--- config.mk ---
export PLATFORM = sky130hd
export DESIGN_NAME = eeprom_id_top
export DESIGN_NICKNAME = d
export VERILOG_FILES = /design/src/rtl/i2c_pkg.sv /design/src/rtl/i2c_transceiver.sv /design/src/rtl/i2c_register_helper.sv /design/src/rtl/i2c_mac_reader.sv /design/src/rtl/eeprom_id_top.sv
export SDC_FILE = /design/constraint.sdc
export NUM_CORES = 1
export LEC_CHECK = 0
export BUFFER_PORTS_ARGS = -buffer_cell sky130_fd_sc_hd__clkbuf_2
export CAP_MARGIN = 20
export CORE_ASPECT_RATIO = 1.25
export CORE_MARGIN = 4
export CORE_UTILIZATION = 48
export DETAILED_ROUTE_END_ITERATION = 10
export PLACE_DENSITY = 0.7
export SYNTH_ARGS = -nofsm -noshare
export SYNTH_HDL_FRONTEND = slang
export SYNTH_SLANG_ARGS = --single-unit
--- constraint.sdc ---
create_clock -name clk -period 11.7 [get_ports clk]
set_input_delay 0 -clock clk [delete_from_list [all_inputs] [get_ports clk]]
set_output_delay 0 -clock clk [all_outputs]
set_load 0.1 [all_outputs]
--- src/rtl/i2c_pkg.sv ---
package i2c_pkg;

	//////////////////////////////////////////////////////////////////////
	// transceiver operations

	typedef enum logic [2:0] {
		I2C_OP_START   = 3'd0,	// start condition from idle bus
		I2C_OP_RESTART = 3'd1,	// repeated start, scl held low before
		I2C_OP_STOP    = 3'd2,	// stop condition, releases the bus
		I2C_OP_TX_BYTE = 3'd3,	// 8 bits out, ack bit in
		I2C_OP_RX_BYTE = 3'd4	// 8 bits in, ack/nak bit out
	} i2c_opcode_t;

	//////////////////////////////////////////////////////////////////////
	// command and status between helper and transceiver

	// command from helper, 13 bits
	typedef struct packed {
		logic        valid;		// one cycle, only while not busy
		i2c_opcode_t op;
		logic [7:0]  data;		// byte for tx
		logic        ack_last;	// answer rx byte with nak
	} i2c_in_t;

	// status back to helper, 11 bits
	typedef struct packed {
		logic       busy;		// operation in progress
		logic       done;		// last cycle of the operation
		logic [7:0] rx_data;	// received byte, msb first
		logic       nak;		// slave did not ack, valid with done
	} i2c_out_t;

endpackage

--- src/rtl/i2c_transceiver.sv ---
`timescale 1ns/1ps

module i2c_transceiver
	import i2c_pkg::*;
#(
	parameter int unsigned CLK_DIV = 4	// clk cycles per quarter scl period
) (
	input  logic     clk,
	input  logic     reset,
	input  logic     req,
	output logic     ack,
	input  i2c_in_t  cin,
	output i2c_out_t cout,
	input  logic     scl_in,
	input  logic     sda_in,
	output logic     scl_oe,	// high pulls scl low
	output logic     sda_oe		// high pulls sda low
);

	localparam int unsigned DIV_W = (CLK_DIV > 1) ? $clog2(CLK_DIV) : 1;

	typedef enum logic [2:0] {
		ST_IDLE,
		ST_START,
		ST_RESTART,
		ST_STOP,
		ST_TX,
		ST_RX
	} state_t;

	state_t           state;
	state_t           new_state;	// state for the incoming opcode
	logic [DIV_W-1:0] div_cnt;		// quarter-bit divider
	logic [1:0]       phase;		// quarter within the bit
	logic [3:0]       bit_idx;		// 0..7 data, 8 ack slot
	logic [7:0]       shreg;		// tx data out / rx data in
	logic             nak_reply;	// latched ack_last
	logic             nak;
	logic             tick;
	logic             last_bit;
	logic             op_end;
	logic             accept;
	logic [3:0]       nxt_bit;
	logic             nxt_tx;

	// line levels for one quarter, {scl_low, sda_low}
	// byte bits: scl low in q0 and q3, high in q1 and q2
	function automatic logic [1:0] line_drive(state_t st, logic [1:0] ph,
			logic [3:0] bit_n, logic tx_bit, logic nak_rep);
		logic scl_low;
		logic sda_low;
		scl_low = 1'b0;
		sda_low = 1'b0;
		case (st)
			ST_START: begin
				scl_low = (ph == 2'd3);		// scl idle high until the end
				sda_low = ph[1];			// sda falls at q2
			end
			ST_RESTART: begin
				scl_low = (ph == 2'd0) || (ph == 2'd3);
				sda_low = ph[1];			// released first, then falls
			end
			ST_STOP: begin
				scl_low = (ph == 2'd0);
				sda_low = !ph[1];			// rises at q2 with scl high
			end
			ST_TX: begin
				scl_low = (ph == 2'd0) || (ph == 2'd3);
				sda_low = (bit_n < 4'd8) && !tx_bit;	// ack slot released
			end
			ST_RX: begin
				scl_low = (ph == 2'd0) || (ph == 2'd3);
				sda_low = (bit_n == 4'd8) && !nak_rep;	// our ack
			end
			default: ;
		endcase
		return {scl_low, sda_low};
	endfunction

	always_comb begin
		case (cin.op)
			I2C_OP_START:   new_state = ST_START;
			I2C_OP_RESTART: new_state = ST_RESTART;
			I2C_OP_STOP:    new_state = ST_STOP;
			I2C_OP_TX_BYTE: new_state = ST_TX;
			I2C_OP_RX_BYTE: new_state = ST_RX;
			default:        new_state = ST_IDLE;	// unknown op ignored
		endcase
	end

	assign tick     = (div_cnt == DIV_W'(CLK_DIV - 1));
	assign last_bit = (state == ST_TX || state == ST_RX) ? (bit_idx == 4'd8) : 1'b1;
	assign op_end   = (state != ST_IDLE) && tick && (phase == 2'd3) && last_bit;
	assign accept   = cin.valid && ack && (state == ST_IDLE);	// only while owned
	assign nxt_bit  = (phase == 2'd3) ? bit_idx + 4'd1 : bit_idx;
	assign nxt_tx   = (phase == 2'd3) ? shreg[6] : shreg[7];	// bit after the shift

	always_ff @(posedge clk) begin
		if (reset) begin
			state   <= ST_IDLE;
			ack     <= 1'b0;
			scl_oe  <= 1'b0;	// bus released
			sda_oe  <= 1'b0;
			div_cnt <= '0;
			phase   <= '0;
			bit_idx <= '0;
			nak     <= 1'b0;
		end else begin
			ack <= req;		// single client, grant follows req
			if (accept) begin
				state   <= new_state;
				div_cnt <= '0;
				phase   <= '0;
				bit_idx <= '0;
				{scl_oe, sda_oe} <= line_drive(new_state, 2'd0, 4'd0,
					cin.data[7], cin.ack_last);
			end else if (state != ST_IDLE) begin
				div_cnt <= tick ? '0 : div_cnt + 1'b1;
				if (tick) begin
					phase <= phase + 2'd1;
					if (phase == 2'd3)
						bit_idx <= nxt_bit;
					if (op_end)
						state <= ST_IDLE;	// lines hold their last level
					else
						{scl_oe, sda_oe} <= line_drive(state, phase + 2'd1, nxt_bit,
							nxt_tx, nak_reply);
					// ack sample mid high, scl stuck low also counts as nak
					if (phase == 2'd1 && state == ST_TX && bit_idx == 4'd8)
						nak <= sda_in || !scl_in;
				end
			end
		end
	end

	// shift register, msb first both ways
	always_ff @(posedge clk) begin
		if (accept) begin
			shreg     <= cin.data;
			nak_reply <= cin.ack_last;
		end else if (tick) begin
			if (state == ST_TX && phase == 2'd3)
				shreg <= {shreg[6:0], 1'b0};
			else if (state == ST_RX && phase == 2'd1 && bit_idx < 4'd8)
				shreg <= {shreg[6:0], sda_in};	// sample while scl high
		end
	end

	always_comb begin
		cout.busy    = (state != ST_IDLE);
		cout.done    = op_end;
		cout.rx_data = shreg;
		cout.nak     = nak;
	end

	// client waits for done before the next command
	a_no_valid_busy: assert property (@(posedge clk) disable iff (reset)
		cout.busy |-> !cin.valid)
		else $error("command issued while transceiver busy");

	// four-phase, req stays low until the grant has dropped
	a_ack_fall: assert property (@(posedge clk) disable iff (reset)
		$fell(ack) |-> !req)
		else $error("req high while ack fell");

endmodule

--- src/rtl/i2c_register_helper.sv ---
`timescale 1ns/1ps

module i2c_register_helper
	import i2c_pkg::*;
#(
	parameter logic [6:0] DEV_ADDR = 7'h50	// 7-bit device address
) (
	input  logic       clk,
	input  logic       reset,
	input  logic       open,
	input  logic       select,
	input  logic       close,
	input  logic [7:0] addr,
	input  logic [7:0] burst_len,
	output logic       ready,
	output logic       rdata_valid,
	output logic       burst_done,
	output logic       err,
	output logic [7:0] rdata,
	output logic       req,
	input  logic       ack,
	output i2c_in_t    cin,
	input  i2c_out_t   cout
);

	typedef enum logic [3:0] {
		ST_IDLE,
		ST_GRANT,		// req high, waiting for ack
		ST_OPEN,		// bus owned, waiting for select or close
		ST_START,
		ST_DEV_W,
		ST_REG,
		ST_RESTART,
		ST_DEV_R,
		ST_RX,
		ST_STOP,
		ST_RELEASE		// req low, waiting for ack to drop
	} state_t;

	state_t      state;
	logic        pending;	// command out, done not yet seen
	logic        close_req;	// close seen mid burst
	logic [7:0]  reg_addr;
	logic [7:0]  remaining;
	logic        in_cmd;
	logic        step;
	i2c_opcode_t cmd_op;
	logic [7:0]  cmd_data;
	logic        cmd_last;

	//////////////////////////////////////////////////////////////////////
	// command for the current step of the burst

	always_comb begin
		in_cmd   = 1'b1;
		cmd_op   = I2C_OP_STOP;
		cmd_data = 8'h00;
		cmd_last = 1'b0;
		case (state)
			ST_START:   cmd_op = I2C_OP_START;
			ST_DEV_W: begin
				cmd_op   = I2C_OP_TX_BYTE;
				cmd_data = {DEV_ADDR, 1'b0};	// write, sets the pointer
			end
			ST_REG: begin
				cmd_op   = I2C_OP_TX_BYTE;
				cmd_data = reg_addr;
			end
			ST_RESTART: cmd_op = I2C_OP_RESTART;
			ST_DEV_R: begin
				cmd_op   = I2C_OP_TX_BYTE;
				cmd_data = {DEV_ADDR, 1'b1};
			end
			ST_RX: begin
				cmd_op   = I2C_OP_RX_BYTE;
				cmd_last = (remaining == 8'd1);	// nak ends the read
			end
			ST_STOP:    cmd_op = I2C_OP_STOP;
			default:    in_cmd = 1'b0;
		endcase
	end

	assign step = pending && cout.done;

	//////////////////////////////////////////////////////////////////////
	// sequencer

	always_ff @(posedge clk) begin
		if (reset) begin
			state       <= ST_IDLE;
			req         <= 1'b0;
			ready       <= 1'b0;
			pending     <= 1'b0;
			close_req   <= 1'b0;
			cin.valid   <= 1'b0;
			rdata_valid <= 1'b0;
			burst_done  <= 1'b0;
			err         <= 1'b0;
		end else begin
			cin.valid   <= 1'b0;	// pulses
			rdata_valid <= 1'b0;
			burst_done  <= 1'b0;
			err         <= 1'b0;
			if (close)
				close_req <= 1'b1;
			if (in_cmd && !pending && !cout.busy) begin
				cin.valid    <= 1'b1;
				cin.op       <= cmd_op;
				cin.data     <= cmd_data;
				cin.ack_last <= cmd_last;
				pending      <= 1'b1;
			end
			if (step)
				pending <= 1'b0;
			case (state)
				ST_IDLE: if (open) begin
					req   <= 1'b1;
					state <= ST_GRANT;
				end
				ST_GRANT: if (ack) begin
					ready <= 1'b1;
					state <= ST_OPEN;
				end
				ST_OPEN: if (close || close_req) begin
					ready     <= 1'b0;
					req       <= 1'b0;
					close_req <= 1'b0;
					state     <= ST_RELEASE;
				end else if (select) begin
					reg_addr  <= addr;
					remaining <= burst_len;
					state     <= ST_START;
				end
				ST_START:   if (step) state <= ST_DEV_W;
				ST_DEV_W: if (step) begin
					err   <= cout.nak;
					state <= cout.nak ? ST_STOP : ST_REG;	// abandon on nak
				end
				ST_REG: if (step) begin
					err   <= cout.nak;
					state <= cout.nak ? ST_STOP : ST_RESTART;
				end
				ST_RESTART: if (step) state <= ST_DEV_R;
				ST_DEV_R: if (step) begin
					err   <= cout.nak;
					state <= cout.nak ? ST_STOP : ST_RX;
				end
				ST_RX: if (step) begin
					rdata_valid <= 1'b1;
					rdata       <= cout.rx_data;
					remaining   <= remaining - 8'd1;
					if (remaining == 8'd1)
						state <= ST_STOP;
				end
				ST_STOP: if (step) begin
					burst_done <= 1'b1;
					state      <= ST_OPEN;
				end
				ST_RELEASE: if (!ack) state <= ST_IDLE;	// four-phase complete
				default: state <= ST_IDLE;
			endcase
		end
	end

	a_select_ready: assert property (@(posedge clk) disable iff (reset)
		select |-> ready)
		else $error("select while bus not owned");

endmodule

--- src/rtl/i2c_mac_reader.sv ---
`timescale 1ns/1ps

module i2c_mac_reader
	import i2c_pkg::*;
#(
	parameter logic [2:0]  ADDR_PINS  = 3'b000,	// eeprom address strap
	parameter int unsigned BOOT_DELAY = 64		// clk cycles before first access
) (
	input  logic         clk,
	input  logic         reset,
	output logic         req,
	input  logic         ack,
	output i2c_in_t      cin,
	input  i2c_out_t     cout,
	output logic         ready,
	output logic         done,
	output logic         fail,
	output logic [47:0]  mac,
	output logic [127:0] serial
);

	localparam int unsigned CNT_W = $clog2(BOOT_DELAY + 2);

	typedef enum logic [2:0] {
		ST_BOOT_WAIT,
		ST_WAIT_READY,
		ST_READ_MAC,
		ST_MAC_DONE,
		ST_READ_SERIAL,
		ST_DONE,
		ST_HOLD
	} state_t;

	state_t           state;
	logic [CNT_W-1:0] boot_cnt;
	logic             open;
	logic             select;
	logic             close;
	logic             helper_ready;
	logic             rdata_valid;
	logic [7:0]       rdata;
	logic             burst_done;
	logic             err;
	logic [7:0]       rd_addr;
	logic [7:0]       rd_len;

	//////////////////////////////////////////////////////////////////////
	// register access, one address byte

	i2c_register_helper #(
		.DEV_ADDR({4'b1010, ADDR_PINS})
	) i_helper (
		.clk         (clk),
		.reset       (reset),
		.open        (open),
		.select      (select),
		.close       (close),
		.addr        (rd_addr),
		.burst_len   (rd_len),
		.ready       (helper_ready),
		.rdata_valid (rdata_valid),
		.burst_done  (burst_done),
		.err         (err),
		.rdata       (rdata),
		.req         (req),
		.ack         (ack),
		.cin         (cin),
		.cout        (cout)
	);

	//////////////////////////////////////////////////////////////////////
	// read sequence

	always_ff @(posedge clk) begin
		if (reset) begin
			state    <= ST_BOOT_WAIT;
			boot_cnt <= '0;
			open     <= 1'b0;
			select   <= 1'b0;
			close    <= 1'b0;
			ready    <= 1'b0;
			done     <= 1'b0;
			fail     <= 1'b0;
		end else begin
			open   <= 1'b0;
			select <= 1'b0;
			close  <= 1'b0;
			done   <= 1'b0;
			case (state)
				ST_BOOT_WAIT: if (boot_cnt == CNT_W'(BOOT_DELAY)) begin
					open  <= 1'b1;
					state <= ST_WAIT_READY;
				end else begin
					boot_cnt <= boot_cnt + 1'b1;
				end
				ST_WAIT_READY: if (helper_ready && !open) begin
					select  <= 1'b1;
					rd_addr <= 8'h9a;	// mac, 6 bytes
					rd_len  <= 8'd6;
					state   <= ST_READ_MAC;
				end
				ST_READ_MAC: begin
					if (rdata_valid)
						mac <= {mac[39:0], rdata};	// first byte ends up msb
					if (burst_done)
						state <= ST_MAC_DONE;
				end
				ST_MAC_DONE: begin
					select  <= 1'b1;
					rd_addr <= 8'h80;	// serial, 16 bytes
					rd_len  <= 8'd16;
					state   <= ST_READ_SERIAL;
				end
				ST_READ_SERIAL: begin
					if (rdata_valid)
						serial <= {serial[119:0], rdata};
					if (burst_done)
						state <= ST_DONE;
				end
				ST_DONE: begin
					close <= 1'b1;
					done  <= 1'b1;
					ready <= 1'b1;	// stays up
					state <= ST_HOLD;
				end
				default: ;	// hold forever
			endcase
			// a nak anywhere ends the sequence, done still pulses once
			if (err && state != ST_DONE && state != ST_HOLD) begin
				fail  <= 1'b1;
				state <= ST_DONE;
			end
		end
	end

	a_done_pulse: assert property (@(posedge clk) disable iff (reset)
		done |=> !done)
		else $error("done longer than one cycle");

endmodule

--- src/rtl/eeprom_id_top.sv ---
`timescale 1ns/1ps

module eeprom_id_top
	import i2c_pkg::*;
#(
	parameter int unsigned CLK_DIV    = 4,		// quarter scl period in clk cycles
	parameter logic [2:0]  ADDR_PINS  = 3'b000,	// eeprom a2..a0 strap
	parameter int unsigned BOOT_DELAY = 64
) (
	input  logic         clk,
	input  logic         reset,
	input  logic         scl_in,
	input  logic         sda_in,
	output logic         scl_oe,
	output logic         sda_oe,
	output logic         ready,
	output logic         done,
	output logic         fail,
	output logic [47:0]  mac,
	output logic [127:0] serial
);

	logic     req;	// helper asks for the bus
	logic     ack;
	i2c_in_t  cin;
	i2c_out_t cout;

	i2c_mac_reader #(
		.ADDR_PINS  (ADDR_PINS),
		.BOOT_DELAY (BOOT_DELAY)
	) i_reader (
		.clk    (clk),
		.reset  (reset),
		.req    (req),
		.ack    (ack),
		.cin    (cin),
		.cout   (cout),
		.ready  (ready),
		.done   (done),
		.fail   (fail),
		.mac    (mac),
		.serial (serial)
	);

	i2c_transceiver #(
		.CLK_DIV (CLK_DIV)
	) i_transceiver (
		.clk    (clk),
		.reset  (reset),
		.req    (req),
		.ack    (ack),
		.cin    (cin),
		.cout   (cout),
		.scl_in (scl_in),
		.sda_in (sda_in),
		.scl_oe (scl_oe),
		.sda_oe (sda_oe)
	);

endmodule

---- Yosys cells after proc, flatten, opt, wreduce, memory -nomap -nowiden ----
Index checks and enable logic that the tools add are counted.
operators by class
  multiplexer cells ....................... 74
  div/mod/pow operators ................... 0
  $add $sub $neg .......................... 5
  magnitude comparators ................... 2
  equal/unequal tests ..................... 62
  shift-type cells ........................ 0
  bitwise gates (word level) .............. 9
  $mul .................................... 0
  reduce and logical (&&, ||, !) cells .... 77
operators with widths
  cell                                                                    number
  8-bit two-way mux                                                       9
  4-bit two-way mux                                                       16
  8-bit one-hot mux with 2 select lines                                   3
  4-bit one-hot mux with 11 select lines                                  1
  2-bit != test (second input constant)                                   14
  3-bit two-way mux                                                       9
  3-bit AND reduction                                                     9
  3-bit by 2-bit equality test with 1-bit output (second input constant)  8
  1-bit two-way mux                                                       24
  8-bit one-hot mux with 3 select lines                                   1
  3-bit equality test (second input constant)                             7
  4-bit equality test (second input constant)                             5
  1-bit logical AND                                                       18
  3-bit one-hot mux with 6 select lines                                   1
  4-bit by 3-bit equality test with 1-bit output (second input constant)  4
  3-bit one-hot mux with 5 select lines                                   1
  5-bit AND reduction                                                     3
  2-bit nonzero test                                                      7
  2-bit OR reduction                                                      7
  13-bit two-way mux                                                      1
  3-bit one-hot mux with 4 select lines                                   1
  12-bit AND reduction                                                    1
  2-bit by 1-bit != test with 1-bit output (second input constant)        5
  3-bit by 1-bit equality test with 1-bit output (second input constant)  3
  32 further kinds                                                        71
word-level totals
  word-level logic and storage cells ...... 266
  bits in latches ......................... 0
  input bits .............................. 4
  bits in registers ....................... 279
  memory bits (writable) .................. 0
  memories ................................ 0
  output and inout port bits .............. 181
  memory bits (read-only) ................. 0

---- Depth between registers and ports, before layout ----
  depth in word-level cells ............... 9
  mapped depth ............................ 8
  mapped depth without buffers ............ 7

---- Modules after synthesis ----
From an unflattened synthesis, not the netlist that was laid out.
second synthesis, totals
  cell total of the unflattened synthesis .. 581
  area, all modules ....................... 9658.0 um2
modules (own cells, without submodules)
  module               sequential area each (um2)  cells each  instances  area an instance (um2)
  i2c_mac_reader       5645.4                      265         1          6087.1
  i2c_register_helper  1321.3                      176         1          2137.0
  i2c_transceiver      570.5                       140         1          1433.9

---- Worst setup path before layout ----
No wires, ideal clock.
  path type ............................... register to register
  start ................................... register i_reader.state[2]
  end ..................................... register i_reader.serial[0], enable pin
  data arrival time ....................... 6.048 ns
  period minus slack after synthesis ...... 6.664 ns
  cell stages (with the launch flop) ...... 4
  setup slack ............................. 5.036 ns
  library setup time ...................... 0.617 ns
  data required time ...................... 11.083 ns
  buffers on the path ..................... 1
  cells stage by stage .................... dfxtp_1 > clkbuf_1 > nand2b_1 > nor2_1
on the way
  cells in the longest elaborated chain, start to end .. 2
RTL lines
  element                        line                   text
  from (decl)                    i2c_mac_reader.sv:34   state_t state;
  from (signal assigned)         i2c_mac_reader.sv:76   state <= ST_BOOT_WAIT;
  from (signal assigned)         i2c_mac_reader.sv:92   state <= ST_WAIT_READY;
  from (signal assigned)         i2c_mac_reader.sv:100  state <= ST_READ_MAC;
  3-bit equality test            i2c_mac_reader.sv:89   case (state)
  3-bit AND reduction (no line)  -
  to (signal assigned)           i2c_mac_reader.sv:116  serial <= {serial[119:0], rdata};
  to (decl)                      i2c_mac_reader.sv:19   output logic [127:0] serial
No other way between the ends.
A chain may end at the register's enable or synchronous reset.

---- Worst setup path in the final report ----
  start ................................... register i_reader.i_helper.state[3]
  end ..................................... register i_reader.i_helper.remaining[3], enable pin
on the way
  cells in the longest elaborated chain, start to end .. 3
  elaborated cells between the ends (all ways) .. 7
  classes of those cells .................. 5 x eq/ne; 2 x reduce/logical
RTL lines
  element                                                                                line                        text
  from (decl)                                                                            i2c_register_helper.sv:40   state_t state;
  from (signal assigned)                                                                 i2c_register_helper.sv:137  state <= cout.nak ? ST_STOP : ST_REG;
  from (signal assigned)                                                                 i2c_register_helper.sv:141  state <= cout.nak ? ST_STOP : ST_RESTART;
  from (signal assigned)                                                                 i2c_register_helper.sv:146  state <= cout.nak ? ST_STOP : ST_RX;
  4-bit by 2-bit equality test with 1-bit output or 4-bit equality test (tied branches)  i2c_register_helper.sv:115  case (state)
  2-bit by 1-bit != test with 1-bit output (no line) (tied with other cells)             -
  5-bit AND reduction (no line) *                                                        -
  to (signal assigned)                                                                   i2c_register_helper.sv:131  remaining <= burst_len;
  to (signal assigned)                                                                   i2c_register_helper.sv:151  remaining <= remaining - 8'd1;
  to (decl)                                                                              i2c_register_helper.sv:44   logic [7:0] remaining;
Every way passes the cells marked *; elsewhere a longest branch is shown, timed or not.

==> impl_metrics.env <==
export IMPL_status="finished clean"
export IMPL_ys_warn_count=0
export IMPL_synth_edf_count=212
export IMPL_drt_initial_drc_count=313
export IMPL_syn_num_nets=581
export IMPL_synth_top_area_share_pct=70.1
export IMPL_grtUsageTotal_pct=16.8
export IMPL_firstDrtPassIters=5
export IMPL_finalCritPeriodShare_pct=23.9
export IMPL_startpoint="i_reader.i_helper.state[3]"
export IMPL_ys_seq_area_share_pct=79.3
export IMPL_period_needed_ns=2.80
export IMPL_critPathKind="reg -> reg"
export IMPL_finClkSkew_ns=0.00732
export IMPL_antenna_found_initial=0
export IMPL_r2r_start="i_reader.i_helper.state[3]"
export IMPL_dp_cells=965
export IMPL_reg2reg_to="i_reader.i_helper.remaining[3]"
export IMPL_grt_pass1_vias=5248
export IMPL_dieArea_mm2=0.0212
export IMPL_num_vias=5334
export IMPL_gp_congestion=0.863
export IMPL_endpoint="i_reader.i_helper.remaining[3]"
export IMPL_synthSimpleGateAreaFrac_pct=9.19
export IMPL_slew_violations=0
export IMPL_die_w_um=131
export IMPL_overflow=0
export IMPL_htree_num_levels=1
export IMPL_clk_latency_ns=0.51
export IMPL_via_per_inst=5.27
export IMPL_layout_cells_non_filler=1013
export IMPL_setup_violations=0
export IMPL_synth_compound_area_share_pct=4.99
export IMPL_area_delta_synth_final_pct=21.4
export IMPL_diodes=0
export IMPL_crit_arrival_ns=3.00
export IMPL_synth_largest_area_cell="edfxtp_1"
export IMPL_post_route_drc_count=0
export IMPL_synth_avg_cell_area_um2=16.1
export IMPL_cts_sinks=254
export IMPL_initial_core_util_pct=48.5
export IMPL_drv_cap=0
export IMPL_routedWlPerCell_um=18.2
export IMPL_synth_commonest_cells="edfxtp_1, nor2_1, dfxtp_1, nand2_1, a21oi_1"
export IMPL_grt_max_degree=71
export IMPL_power_leakage_uw=0.00407
export IMPL_cts_inserted_buffers=25
export IMPL_grt_first_pass_wirelength_um=28400
export IMPL_cts_tree="yes"
export IMPL_synth_top_family_by_area="simple AND/OR/NAND/NOR gates"
export IMPL_critical_path_required_ns=11.91
export IMPL_path_clk_slew_ns=0.06
export IMPL_rrSetupSlack_ns=8.91
export IMPL_synth_ff_type="edfxtp_1"
export IMPL_clk_path_buf_depth=3
export IMPL_synthesis_area_mm2=0.00908
export IMPL_synth_cell_type_count=62
export IMPL_worst_setup_path_end_kind="flip-flop"
export IMPL_portBuffers=184
export IMPL_core_area_mm2=0.0187
export IMPL_clock_fmax_ghz=0.358
export IMPL_synth_most_common_cell="edfxtp_1"
export IMPL_synthCells=565
export IMPL_hpwl_um=13100
export IMPL_fin_nets=781
export IMPL_pin_count=185
export IMPL_ys_ff_latch=254
export IMPL_reg2regPathDepth=6
export IMPL_clock_root_buffer="clkbuf_16"
export IMPL_slew_headroom_pct=37.8
export IMPL_postSynth_asyncResetShare_pct=0
export IMPL_yosys_area_share_adder_pct=1.76
export IMPL_fp_dieH_um=162
export IMPL_synth_xor_area_share_pct=1.93
export IMPL_hold_violations=0
export IMPL_hp_class="in -> reg"
export IMPL_post_cts_setup_buffer_count=0
export IMPL_vdd_drop_max_uv=97.1
export IMPL_totalWireLength_um=18400
export IMPL_tightestPinTransition_ns=0.926
export IMPL_rsz0062_at_grt="false"
export IMPL_power_density_mw_per_mm2=170
export IMPL_fin_setup_tns_ns=0
export IMPL_start_kind="flip-flop"
export IMPL_synthMuxAreaShare_pct=0.455
export IMPL_fp_row_count=56
export IMPL_final_layout_size_suffix_gt1_share_pct=30.3
export IMPL_synth_area_leaders="edfxtp_1, dfxtp_1, nor2_1"
export IMPL_ant_nets=0
export IMPL_path_max_fanout=15
==> cell type report <==
class | instances | area [um^2]
fillers | 1416 | 7680
flip-flops and latches | 254 | 7210
multi-input cells | 270 | 1680
repair buffers | 192 | 981
clock buffers | 31 | 648
well taps | 232 | 290
clock inverters | 12 | 141
inverters | 22 | 83.8
==> worst min-delay path by stage <==
stage / from / to / slack [ns] / depth (start not counted)
2_1_floorplan: sda_in / i_transceiver.shreg[0] / 0.21 / 2
5_1_grt: reset / i_reader.boot_cnt[3] / 0.23 / 2
4_1_cts: reset / i_transceiver.state[2] / 0.17 / 2
6_report: reset / i_reader.boot_cnt[0] / 0.19 / 2
3_5_place_dp: sda_in / i_transceiver.shreg[0] / 0.38 / 3
3_3_place_gp: scl_in / i_transceiver.nak / 0.37 / 3
==> stage by stage <==
stage | area (um^2) | worst slack (ns) | utilization, % | hold WS (ns) | power (uW)
after floorplan | 9080 | 5.04 | - | 0.205 | 1100
after CTS | 11000 | 8.55 | 58.9 | 0.168 | 1890
after global placement | 10200 | 8.68 | 54.5 | 0.372 | 1110
after detailed placement | 10200 | 8.53 | 54.5 | 0.379 | 1120
final | 11000 | 8.91 | 58.9 | 0.189 | 1870
after global routing | 11000 | 8.73 | 58.9 | 0.232 | 1950
==> state kept, by name, summed over array words and instances, names as in the netlist, 2 cells and up <==
signal / count
i_reader.i_helper.cin: 9
i_transceiver.div_cnt: 2
i_reader.state: 3
i_reader.serial: 128
i_reader.i_helper.rdata: 8
i_transceiver.shreg: 8
i_transceiver.phase: 2
i_transceiver.state: 3
i_reader.i_helper.state: 4
i_reader.mac: 48
i_transceiver.bit_idx: 4
i_reader.i_helper.remaining: 8
i_reader.boot_cnt: 7
==> cells by family (layout without fill, tap and decap cells) <==
kind of cell	after synthesis	count (layout)
flops	254	254
buf+inv	41	257
compound gates	67	67
simple gates	166	166
mux	4	4
xor+xnor	20	20
fa+ha+maj	13	13
==> timing repair <==
| action | CTS | global route |
|---|---|---|
| resized for setup | 0 | 0 |
| hold endpoints to repair | 2 | 0 |
| setup endpoints to repair | 0 | 0 |
| hold buffers | 2 | 0 |
==> cells in the final DEF (no fill, tap or decap), types with 3 or more instances in the layout <==
master	Yosys	routed
nand3_1	7	7
nand2b_1	6	6
nor2b_1	5	5
nor3_1	20	20
and3_1	5	5
clkinv_1	1	6
xor2_1	8	8
bufinv_16	0	3
dfxtp_1	42	42
a21oi_1	24	24
a211oi_1	5	5
nand4_1	3	3
ha_1	12	12
or3_1	3	3
inv_1	20	20
nand2_1	41	41
buf_4	0	3
a311oi_1	3	3
edfxtp_1	212	212
clkbuf_1	12	6
nor4_1	6	6
xnor2_1	12	12
mux2i_1	3	3
o21ai_0	11	11
a31oi_1	4	4
nor3b_1	7	6
nor2_1	47	46
clkbuf_16	0	25
clkbuf_2	0	184
==> critical path, stage by stage, from the launching register on <==
cell and delay [ns]:
dfxtp_1 0.56, or3b_2 0.51, or2_0 0.47, clkinv_2 0.18, a31oi_1 0.05, a211oi_1 0.44
buf_2 0.28
==> where the power goes <==
group | switching [uW] | internal [uW]
Sequential | 22.3 | 987
Clock | 313 | 458
Combinational | 52.7 | 37.0
Total | 388 | 1480
==> metal layers <==
metal / up-vias / track usage, % / part of all wire (%)
met5: - / 0 / 0
met4: 0 / 4.72 / 2.3
met3: 32 / 3.68 / 9.3
met2: 230 / 29.7 / 51
met1: 2569 / 20.5 / 38
li1: 2503 / - / -
Power figures use the tool's default switching activity.
